<file path="config.mk">
export PLATFORM = sky130hd
export DESIGN_NAME = core_reset_gen
export DESIGN_NICKNAME = d
export VERILOG_FILES = /design/src/rom_loader_pkg.sv /design/src/core_reset_gen.sv
export SDC_FILE = /design/constraint.sdc
export NUM_CORES = 1
export LEC_CHECK = 0
export BUFFER_PORTS_ARGS = -buffer_cell sky130_fd_sc_hd__clkbuf_2
export CORE_AREA = 2 2 39 41
export DETAILED_ROUTE_END_ITERATION = 16
export DIE_AREA = 0 0 41 43
export MAX_ROUTING_LAYER = met4
export PLACE_DENSITY_LB_ADDON = 0.15
export SKIP_CTS_REPAIR_TIMING = 1
export SYNTH_ARGS = -nofsm -noshare
export SYNTH_HDL_FRONTEND = slang
export SYNTH_SLANG_ARGS = --single-unit
</file>
<file path="constraint.sdc">
create_clock -name clk_sys -period 1.92 [get_ports clk_sys]
set_input_delay 0.288 -clock clk_sys [delete_from_list [all_inputs] [get_ports clk_sys]]
set_output_delay 0.288 -clock clk_sys [all_outputs]
set_load 0.02 [all_outputs]
</file>
<file path="src/rom_loader_pkg.sv">
/*
 * Address map, store geometry and write-request types for the ROM loader.
 * The program region is 8 KiB from byte 0 and the sprite region is 4 KiB
 * right after it. Bytes above the sprite region are not stored.
 * Byte order is little-endian within each store word.
 * second_reset_delay is counted from the first release of core reset.
 */
package rom_loader_pkg;

	// ====================
	// Basic types
	// ====================
	typedef logic [24:0] dl_addr_t;
	typedef logic [15:0] prog_word_t;
	typedef logic [31:0] sprite_word_t;
	typedef logic [11:0] prog_addr_t;
	typedef logic [9:0]  sprite_addr_t;

	// ====================
	// Address map
	// ====================
	localparam dl_addr_t prog_base    = 25'd0;
	localparam dl_addr_t prog_bytes   = 25'd8192;
	localparam dl_addr_t sprite_base  = 25'd8192;
	localparam dl_addr_t sprite_bytes = 25'd4096;

	// Store geometry
	localparam int unsigned prog_depth   = 4096;
	localparam int unsigned sprite_depth = 1024;
	localparam int unsigned prog_lanes   = $bits(prog_word_t) / 8;
	localparam int unsigned sprite_lanes = $bits(sprite_word_t) / 8;

	// Cycles from core reset release to the extra one-cycle pulse
	localparam int unsigned second_reset_delay = 16;

	// ====================
	// Write requests
	// ====================
	// Data carries the download byte on every lane, the mask picks one
	typedef struct packed {
		prog_addr_t              addr;
		logic [prog_lanes-1:0]   mask;
		prog_word_t              data;
	} prog_wr_t;

	typedef struct packed {
		sprite_addr_t            addr;
		logic [sprite_lanes-1:0] mask;
		sprite_word_t            data;
	} sprite_wr_t;

endpackage

</file>
<file path="src/core_reset_gen.sv">
/*
 * Core reset sequencer.
 * core_reset is held while user_reset is high or rom_ready is low, drops one
 * cycle after both clear, then pulses high for one cycle second_reset_delay
 * cycles after the drop. A new hold condition cancels a pending pulse.
 */
`timescale 1ns/1ns

module core_reset_gen (
	input  logic clk_sys,
	input  logic rst_n,
	input  logic user_reset,
	input  logic rom_ready,
	output logic core_reset
);
	import rom_loader_pkg::*;

	logic                                      hold;
	logic                                      held;
	logic [$clog2(second_reset_delay+1)-1:0]   cnt;

	assign hold = user_reset || !rom_ready;

	// ====================
	// Second pulse counter
	// ====================
	always_ff @(posedge clk_sys) begin
		if (!rst_n) begin
			held <= 1'b1;
			cnt  <= '0;
		end else begin
			held <= hold;
			if (hold)
				cnt <= '0;
			else if (held)
				cnt <= $bits(cnt)'(second_reset_delay);  // first release
			else if (cnt != 0)
				cnt <= cnt - 1'b1;
		end
	end

	// Pulse fires on the edge where the count reaches one
	always_ff @(posedge clk_sys) begin
		if (!rst_n)
			core_reset <= 1'b1;
		else
			core_reset <= hold || (cnt == 1);
	end

endmodule

</file>
==> summary.txt <==
GRT
  – First-pass GRT wire length: 917 microns
  – Total track usage: 8.77%
  – Largest net degree at the start of global routing: 7
  – Initial antenna violation count: 0
  – Number of global-route vias before repair: 228
  – Global route total overflow: 0

Worst setup path
  – Crit path DAT: 1.71 ns
  – Kind of critical path: register to register
  – Worst path buffer plus inverter count: 1
  – Startpoint Class: register
  – Required time worst endpoint: 2.06 ns
  – CP max-delay cell: or4b_4
  – Largest stage delay, worst path: 0.51 ns
  – Worst path cell trace: inv_1 -> ha_1 -> or4b_4 -> a2111oi_2
  – Largest delay share family, worst path: simple AND/OR/NAND/NOR gates
  – Setup crit end kind: register
  – Crit path max fanout: 4

Detailed routing
  – Vias: 213
  – Initial DRC Count: 2
  – Remaining routing DRC violations: 0
  – Final WL: 473 microns
  – DR vias/cell: 4.10
  – Drt pass-1 iters: 2
  – Drt wl/cell: 9.10 microns
  – Routed Antenna Nets: 0

CTS
  – CTS Root Cell: clkbuf_4
  – TritonCTS clock tree: yes
  – Inserted Clock Buffers: 3
  – CTS Buffer Depth: 2
  – Htree depth: 1
  – Clock transition at the registers of the reported paths: 0.05 ns
  – Clk_lat worst skew: 0.25 ns
  – Clk sink count: 7

Synth
  – Simple-gate share of the synthesized area: 26.5%
  – Synth cell types: 14
  – Syn Nets: 34
  – Combinational family with the most area after synthesis: simple AND/OR/NAND/NOR gates
  – Post-Syn Area: 298 sq um
  – Gate Count Post-Synth: 28
  – Compound-cell area share of the yosys netlist: 6.72%
  – Synth Area in Adders: 8.40%
  – Synth top area share: 47.1%
  – Seq/Total Area, Yosys: 47.1%
  – Flops & latches, synth: 7
  – Post-synthesis mux area share: 0%
  – Total of warnings raised by yosys: 0
  – Synthesized area per cell: 10.6 sq um
  – XOR/XNOR Fraction of Synth Area: 8.82%
  – Largest area contributor in the netlist: dfxtp_1
  – Top post-synthesis cells by area: dfxtp_1, xnor2_1, ha_1

Power and ir drop
  – Sequential power share: 51.0%
  – Psw: 0.0000604 W
  – Power Total: 0.000295 W
  – Leak: 0.140 nW
  – Clock Power Share: 44.6%
  – Pwr/cell area: 810 nW/um^2
  – Sw frac: 20.5%
  – Logic pwr share: 4.5%
  – Peak VDD IR: 459 uV
  – Internal: 0.000234 W

STA
  – Crit path time final: 1.56 ns
  – Slew headroom: 84.6%
  – Final Hold Viols: 0
  – Clk_skew: 0.00895 ns
  – F_max: 640 MHz
  – Setup WS post-layout: 0.357 ns
  – Setup TNS: 0 ns
  – Hold_ws: 0.380 ns
  – Worst Max-Slew Pin Slew: 0.227 ns
  – Final worst-path cycle share: 81.4%
  – Setup violators final: 0
  – RSZ-0062 raised after global routing: false
  – Max-slew violations: 0

Floorplan
  – Ports: 5
  – Die area: 1760 sq um
  – Horiz. Die Dim: 41 microns
  – Die Span Y: 43 microns
  – Row Count: 14
  – Core region area: 1380 sq um
  – Starting Density: 21.5%

Place
  – Routability cong.: 0.731
  – Post-DP HPWL: 358 microns
  – Dpl ws: 0.368 ns
  – Input/output buffers: 4

Status
  – Outcome: completed

Layout
  – # diodes: 0
  – Most frequent cells in the layout: dfxtp_1, nor2_1, clkbuf_2
  – Final #Nets: 43
  – Most common cell after layout, fill and taps aside: dfxtp_1
  – Ratio of cells with drive above 1 in the final layout: 30.6%
  – Layout area overhead: 22.3%

Min path
  – Hold/Removal Path Class: input pin to register

Flow run
  – Max_cap viols: 0
## state kept, by name (all words and copies together) (netlist names)
register and flops:
core_reset 1, held 1, cnt 5
## power groups by stage
stage | Clock (W) | Sequential (W) | Combinational [W]
final | 0.000131 | 0.000150 | 0.0000131
after global routing | 0.000151 | 0.000150 | 0.0000150
after CTS | 0.000139 | 0.000150 | 0.0000133
after detailed placement | 0 | 0.000153 | 0.0000133
after global placement | 0 | 0.000153 | 0.0000131
after floorplan | 0 | 0.000154 | 0.00000750
## metal layers
metal  up-vias  track usage (%)  part of all wire, %
met2         8             9.38                   41
met5         -                -                    0
li1        112                -                    -
met1        93             10.1                   46
met4         0             4.00                    0
met3         0             9.42                   13
## Yosys cell counts, drive strengths merged
cell	instances
a21oi	1
or2	1
inv	2
ha	2
nand3b	1
nor4b	1
nor3	2
dfxtp	7
or4b	1
a2111oi	1
xnor2	3
nor2	4
or3b	2
## final timing paths
| path | depth (start not counted) | start | end | slack (ns) |
|---|---|---|---|---|
| worst min register to register | 1 | held | cnt[0] | 0.50 |
| worst min-delay path | 2 | rst_n | held | 0.38 |
| worst max-delay path | 4 | cnt[0] | cnt[1] | 0.36 |
| worst max register to register | 4 | cnt[0] | cnt[1] | 0.36 |
## logic make-up after synthesis
family | after synthesis
compound gates | 2
xor+xnor | 3
fa+ha+maj | 2
buf+inv | 2
flops | 7
simple gates | 12
## layout make-up
type                    count  area, sq um
clock buffers               4         26.3
fillers                   158         1020
inverters                   2         7.51
multi-input cells          19          150
flip-flops and latches      7          140
well taps                  16         20.0
repair buffers              4         20.0
## worst reg2reg max path, stage by stage, from the launching register on
cell and delay (ns):
dfxtp_1 0.34, inv_1 0.07, ha_1 0.20, or4b_4 0.51, a2111oi_2 0.35
## through the flow
stage	instance area, sq um	std cells	util, %
after floorplan	298	28	-
after global placement	338	48	24.4
after detailed placement	338	48	24.4
after CTS	364	52	26.3
after global routing	364	52	26.3
final	364	52	26.3
(Power assumes the default switching activity.)
