**src/rom_loader_pkg.sv**
```systemverilog
/*
 * Address map, store geometry and write-request types for the ROM loader.
 * The program region is 8 KiB from byte 0 and the sprite region is 4 KiB
 * right after it. Bytes above the sprite region are not stored.
 * Byte order is little-endian within each store word.
 * second_reset_delay is counted from the first release of core reset.
 */
package rom_loader_pkg;

	// ====================
	// Basic types
	// ====================
	typedef logic [24:0] dl_addr_t;
	typedef logic [15:0] prog_word_t;
	typedef logic [31:0] sprite_word_t;
	typedef logic [11:0] prog_addr_t;
	typedef logic [9:0]  sprite_addr_t;

	// ====================
	// Address map
	// ====================
	localparam dl_addr_t prog_base    = 25'd0;
	localparam dl_addr_t prog_bytes   = 25'd8192;
	localparam dl_addr_t sprite_base  = 25'd8192;
	localparam dl_addr_t sprite_bytes = 25'd4096;

	// Store geometry
	localparam int unsigned prog_depth   = 4096;
	localparam int unsigned sprite_depth = 1024;
	localparam int unsigned prog_lanes   = $bits(prog_word_t) / 8;
	localparam int unsigned sprite_lanes = $bits(sprite_word_t) / 8;

	// Cycles from core reset release to the extra one-cycle pulse
	localparam int unsigned second_reset_delay = 16;

	// ====================
	// Write requests
	// ====================
	// Data carries the download byte on every lane, the mask picks one
	typedef struct packed {
		prog_addr_t              addr;
		logic [prog_lanes-1:0]   mask;
		prog_word_t              data;
	} prog_wr_t;

	typedef struct packed {
		sprite_addr_t            addr;
		logic [sprite_lanes-1:0] mask;
		sprite_word_t            data;
	} sprite_wr_t;

endpackage

```
**src/rom_download_ctrl.sv**
```systemverilog
/*
 * Turns download bytes into single-lane store writes.
 * The host must not pulse dl_wr while dl_busy is high; such a pulse is ignored.
 * dl_wr is only honoured while dl_active is high.
 * Bytes outside both regions are dropped and never raise dl_busy.
 * rom_ready rises on the cycle after dl_active falls if any write has completed,
 * and stays high until the next download starts.
 */
`timescale 1ns/1ns

module rom_download_ctrl (
	input  logic                    clk_sys,
	input  logic                    rst_n,
	input  logic                    dl_active,
	input  logic                    dl_wr,
	input  rom_loader_pkg::dl_addr_t dl_addr,
	input  logic [7:0]              dl_data,
	output logic                    dl_busy,
	output logic                    prog_req,
	output rom_loader_pkg::prog_wr_t prog_wr,
	input  logic                    prog_ack,
	output logic                    sprite_req,
	output rom_loader_pkg::sprite_wr_t sprite_wr,
	input  logic                    sprite_ack,
	output logic                    rom_ready
);
	import rom_loader_pkg::*;

	typedef enum logic [1:0] {
		st_idle,
		st_req,
		st_release
	} state_t;

	state_t       state;
	logic         sel_sprite;
	logic         written;
	logic         dl_active_d;
	dl_addr_t     prog_off;
	dl_addr_t     sprite_off;
	logic         hit_prog;
	logic         hit_sprite;
	logic         accept;
	logic         ack_sel;
	prog_wr_t     prog_next;
	sprite_wr_t   sprite_next;

	// ====================
	// Byte decode
	// ====================
	// Offsets below a region base wrap to large values and fail the range test
	assign prog_off   = dl_addr - prog_base;
	assign sprite_off = dl_addr - sprite_base;
	assign hit_prog   = prog_off < prog_bytes;
	assign hit_sprite = sprite_off < sprite_bytes;

	assign prog_next.addr   = prog_addr_t'(prog_off / prog_lanes);
	assign prog_next.mask   = prog_lanes'(1) << (prog_off % prog_lanes);
	assign prog_next.data   = {prog_lanes{dl_data}};

	assign sprite_next.addr = sprite_addr_t'(sprite_off / sprite_lanes);
	assign sprite_next.mask = sprite_lanes'(1) << (sprite_off % sprite_lanes);
	assign sprite_next.data = {sprite_lanes{dl_data}};

	assign accept  = dl_active && dl_wr && (hit_prog || hit_sprite);
	assign ack_sel = sel_sprite ? sprite_ack : prog_ack;

	// ====================
	// Handshake FSM
	// ====================
	always_ff @(posedge clk_sys) begin
		if (!rst_n) begin
			state      <= st_idle;
			sel_sprite <= 1'b0;
			prog_req   <= 1'b0;
			sprite_req <= 1'b0;
			dl_busy    <= 1'b0;
			written    <= 1'b0;
		end else begin
			case (state)
				st_idle: begin
					if (accept) begin
						sel_sprite <= hit_sprite;
						prog_req   <= hit_prog;
						sprite_req <= hit_sprite;
						dl_busy    <= 1'b1;
						state      <= st_req;
					end
				end
				st_req: begin
					// Store has written the lanes, start the release phase
					if (ack_sel) begin
						prog_req   <= 1'b0;
						sprite_req <= 1'b0;
						state      <= st_release;
					end
				end
				st_release: begin
					if (!ack_sel) begin
						dl_busy <= 1'b0;
						written <= 1'b1;
						state   <= st_idle;
					end
				end
				default: state <= st_idle;
			endcase
		end
	end

	// Request payload, held while req is high
	always_ff @(posedge clk_sys) begin
		if (state == st_idle && accept) begin
			if (hit_prog)
				prog_wr <= prog_next;
			if (hit_sprite)
				sprite_wr <= sprite_next;
		end
	end

	// ====================
	// Load completion
	// ====================
	always_ff @(posedge clk_sys) begin
		if (!rst_n) begin
			dl_active_d <= 1'b0;
			rom_ready   <= 1'b0;
		end else begin
			dl_active_d <= dl_active;
			if (dl_active)
				rom_ready <= 1'b0;
			else if (dl_active_d)
				rom_ready <= written;  // falling edge of dl_active
		end
	end

endmodule

```
**config.mk**
```make
export PLATFORM = sky130hd
export DESIGN_NAME = rom_download_ctrl
export DESIGN_NICKNAME = d
export VERILOG_FILES = /design/src/rom_loader_pkg.sv /design/src/rom_download_ctrl.sv
export SDC_FILE = /design/constraint.sdc
export NUM_CORES = 1
export LEC_CHECK = 0
export BUFFER_PORTS_ARGS = -buffer_cell sky130_fd_sc_hd__buf_2
export CAP_MARGIN = 20
export CORE_MARGIN = 5
export CORE_UTILIZATION = 39
export DETAILED_ROUTE_END_ITERATION = 8
export PLACE_DENSITY = 0.81
export SLEW_MARGIN = 20
export SYNTH_ARGS = -nofsm -noshare
export SYNTH_HDL_FRONTEND = slang
export SYNTH_SLANG_ARGS = --single-unit
```
**constraint.sdc**
```tcl
create_clock -name clk_sys -period 2.4 [get_ports clk_sys]
set_clock_uncertainty 0.2 [all_clocks]
set_input_delay 0.12 -clock clk_sys [delete_from_list [all_inputs] [get_ports clk_sys]]
set_output_delay 0.12 -clock clk_sys [all_outputs]
set_load 0.05 [all_outputs]
```
==> flow_summary.yaml <==
setup_path:
  timing.rr.start: "state[0]"
  worstPathCellList: "dlygate4sd3_1, buf_2, nor4_1, nand4_1, nor2_2, buf_4"
  cp.arrival_ns: 1.57
  reg2regPathDepth: 4
  path_class: "in2reg"
  cpPeakStageDelay_ns: 0.53
  cpMaxStageDelayCell: "dlygate4sd3_1"
  cp_data_required_time_ns: 2.20
  cp-start-kind: "primary input"
  end_kind: "flip-flop"
  regToRegEndpoint: "prog_wr[20]"
  ff2ff_setup_slack_ns: 0.70
  path_max_fanout: 11
timing:
  report.final.slew_viol_count: 0
  rsz0062_at_grt: "no"
  setup_tns_ns: 0
  slew_headroom: 0.784
  worst_pin_slew_ns: 0.320
  final.min_clock_period_ns: 1.77
  fmax_mhz: 564
  fin_crit_sh: 0.739
  finalSetupViolations: 0
  setup_ws_ns: 0.627
  hold_violations: 0
place:
  hpwlAfterDp_mm: 3.28
  place_ws_ns: 0.694
  io_buffers: 118
  gp_congestion: 0.669
  numPlacedInstances: 283
yosys:
  synth_cell_types: 23
  synth_flop_cell: "edfxtp_1"
  ys_seq_area_frac: 0.744
  ys_warn_count: 0
  ys_seq_elements: 53
  ys_async_sr_fraction: 0
  synth-edff-count: 44
  yosysTopAreaCell: "edfxtp_1"
  postSynthAreaPerCell_um2: 16.4
  synth_top_area_share: 0.655
  synth_most_common_cell: "edfxtp_1"
  syn_inst: 123
  synth.net_count: 162
  syn_area_um2: 2020
  synth_common_cells: "edfxtp_1, buf_4, dfxtp_1"
  yosys-top-cells-area: "edfxtp_1, buf_4, dfxtp_1"
detailed_routing:
  drt_iter0_drc: 28
  antenna_left: 0
  viasPerCell: 4.32
  firstDrtPassIters: 4
  totalWireLength_mm: 4.22
  drc: 0
  routedWlPerCell_um: 13.3
  vias: 1365
flow_run:
  cap_violations: 0
finish:
  nNetsFinal: 284
  diodes: 0
  final_cell_count_no_fill: 316
  syn_to_final_growth_pct: 41.4
  drive_above_1_share: 0.553
  fillers: 447
  fin_util: 0.562
power:
  clkPwrFrac: 0.349
  power.switching_w: 0.000296
  comb_power_share: 0.051
  internal_power_w: 0.00136
  p_leak_nw: 1.23
  power_frac_seq: 0.600
  finalPower_w: 0.00166
  power.density_nw_per_um2: 581
  peakVddDrop_uv: 240
  swShare: 0.178
min_path:
  hold_end: "state[1]"
  hold_path_depth: 3
  hold_class: "in2reg"
  hp-start: "sprite_ack"
global_routing:
  grt_max_degree: 17
  grt_antenna_before_repair: 0
  grt_usage: 0.123
  grt-ovfl-total: 0
  grt_pass1_vias: 1352
  grt_pass1_wl_mm: 6.09
floorplan:
  fp.dieArea_um2: 6710
  dieHeight_um: 81.9
  rows: 26
  start_util: 0.397
  core_um2: 5070
  die_w_um: 81.9
  ioPinCount: 119
clock_network:
  postCtsSetupBuffers: 0
  numCtsBuffers: 5
  cts_max_level: 2
  clock-sinks: 53
  cts_root_buf: "clkbuf_8"
  path_clk_slew_ns: 0.09
  clock_latency_ns: 0.29
  cts_tree: "yes"
  clockBufferDepth: 2
run_status:
  status: "completed"
per-stage QoR:
step	instance area (um^2)	hold slack (ns)
6_report	2850	0.0595
3_5_place_dp	2490	0.113
5_1_grt	2850	0.0729
3_3_place_gp	2490	0.110
4_1_cts	2850	0.0563
2_1_floorplan	2020	-0.00385
power groups by stage:
| stage | registers [W] | clock network, W | logic, W |
|---|---|---|---|
| after detailed placement | 0.00102 | 0 | 0.0000556 |
| after global placement | 0.00102 | 0 | 0.0000535 |
| after floorplan | 0.00102 | 0 | 0.0000112 |
| after CTS | 0.000994 | 0.000591 | 0.0000861 |
| after global routing | 0.000994 | 0.000639 | 0.0000944 |
| final | 0.000994 | 0.000578 | 0.0000850 |
flip-flops by register name, summed over array words and instances (netlist names):
signal	flops
prog_wr	22
sprite_wr	22
state	2
dl_active_d	1
dl_busy	1
prog_req	1
rom_ready	1
sel_sprite	1
sprite_req	1
written	1
worst max path at each step:
stage / startpoint / end / slack (ns) / depth (start not counted)
after global routing: dl_addr[12] / sprite_wr[37] / 0.51 / 6
after CTS: dl_addr[12] / sprite_wr[26] / 0.63 / 6
after detailed placement: state[0] / prog_wr[11] / 0.69 / 4
after global placement: state[0] / sprite_wr[27] / 0.73 / 4
after floorplan: state[0] / prog_wr[10] / 0.03 / 3
final: dl_addr[12] / sprite_wr[44] / 0.63 / 6
cell type report:
| class | count | area [um^2] | share of cell area |
|---|---|---|---|
| Clock inverter | 2 | 38.8 | 0.0136 |
| Sequential cell | 53 | 1500 | 0.527 |
| Clock buffer | 6 | 72.6 | 0.0254 |
| Multi-Input combinational cell | 35 | 269 | 0.0943 |
| Tap cell | 70 | 87.6 | 0.0307 |
| Timing Repair Buffer | 147 | 871 | 0.305 |
| Inverter | 3 | 11.3 | 0.00395 |
kinds of logic after synthesis:
group,synth area share
mux,0.0105
flops,0.744
xor+xnor,0.00434
simple gates,0.0912
compound gates,0.0248
buf+inv,0.125
layer usage:
layer | up-vias | share of wire | global-route usage
li1 | 652 | - | -
met1 | 623 | 0.37 | 0.133
met2 | 85 | 0.50 | 0.216
met3 | 5 | 0.11 | 0.0395
met4 | 0 | 0.013 | 0.0548
met5 | - | 0 | 0
repair_timing:
item / in CTS / in global routing
hold buffers: 25 / 0
resized for setup: 0 / 0
endpoints found under the hold margin: 53 / 0
critical path: cells and delay by family:
kind | cells | cell delay, ns
AND/OR/NAND/NOR | 3 | 0.57
buffers and inverters | 3 | 0.88
placed cells by master (no fill, tap or decap), types with 2 or more instances in the layout:
cell type and n:
o21a_1 4, nor4b_4 2, nor2_2 2, inv_1 3
nand2_1 2, nor2b_1 4, a21oi_1 3, nor3b_1 2
nor2_1 2, and3_1 2, dfxtp_1 9, clkbuf_8 5
dlygate4sd3_1 25, buf_4 4, edfxtp_1 44, and2_1 2
buf_2 118
(Power assumes the default switching activity.)
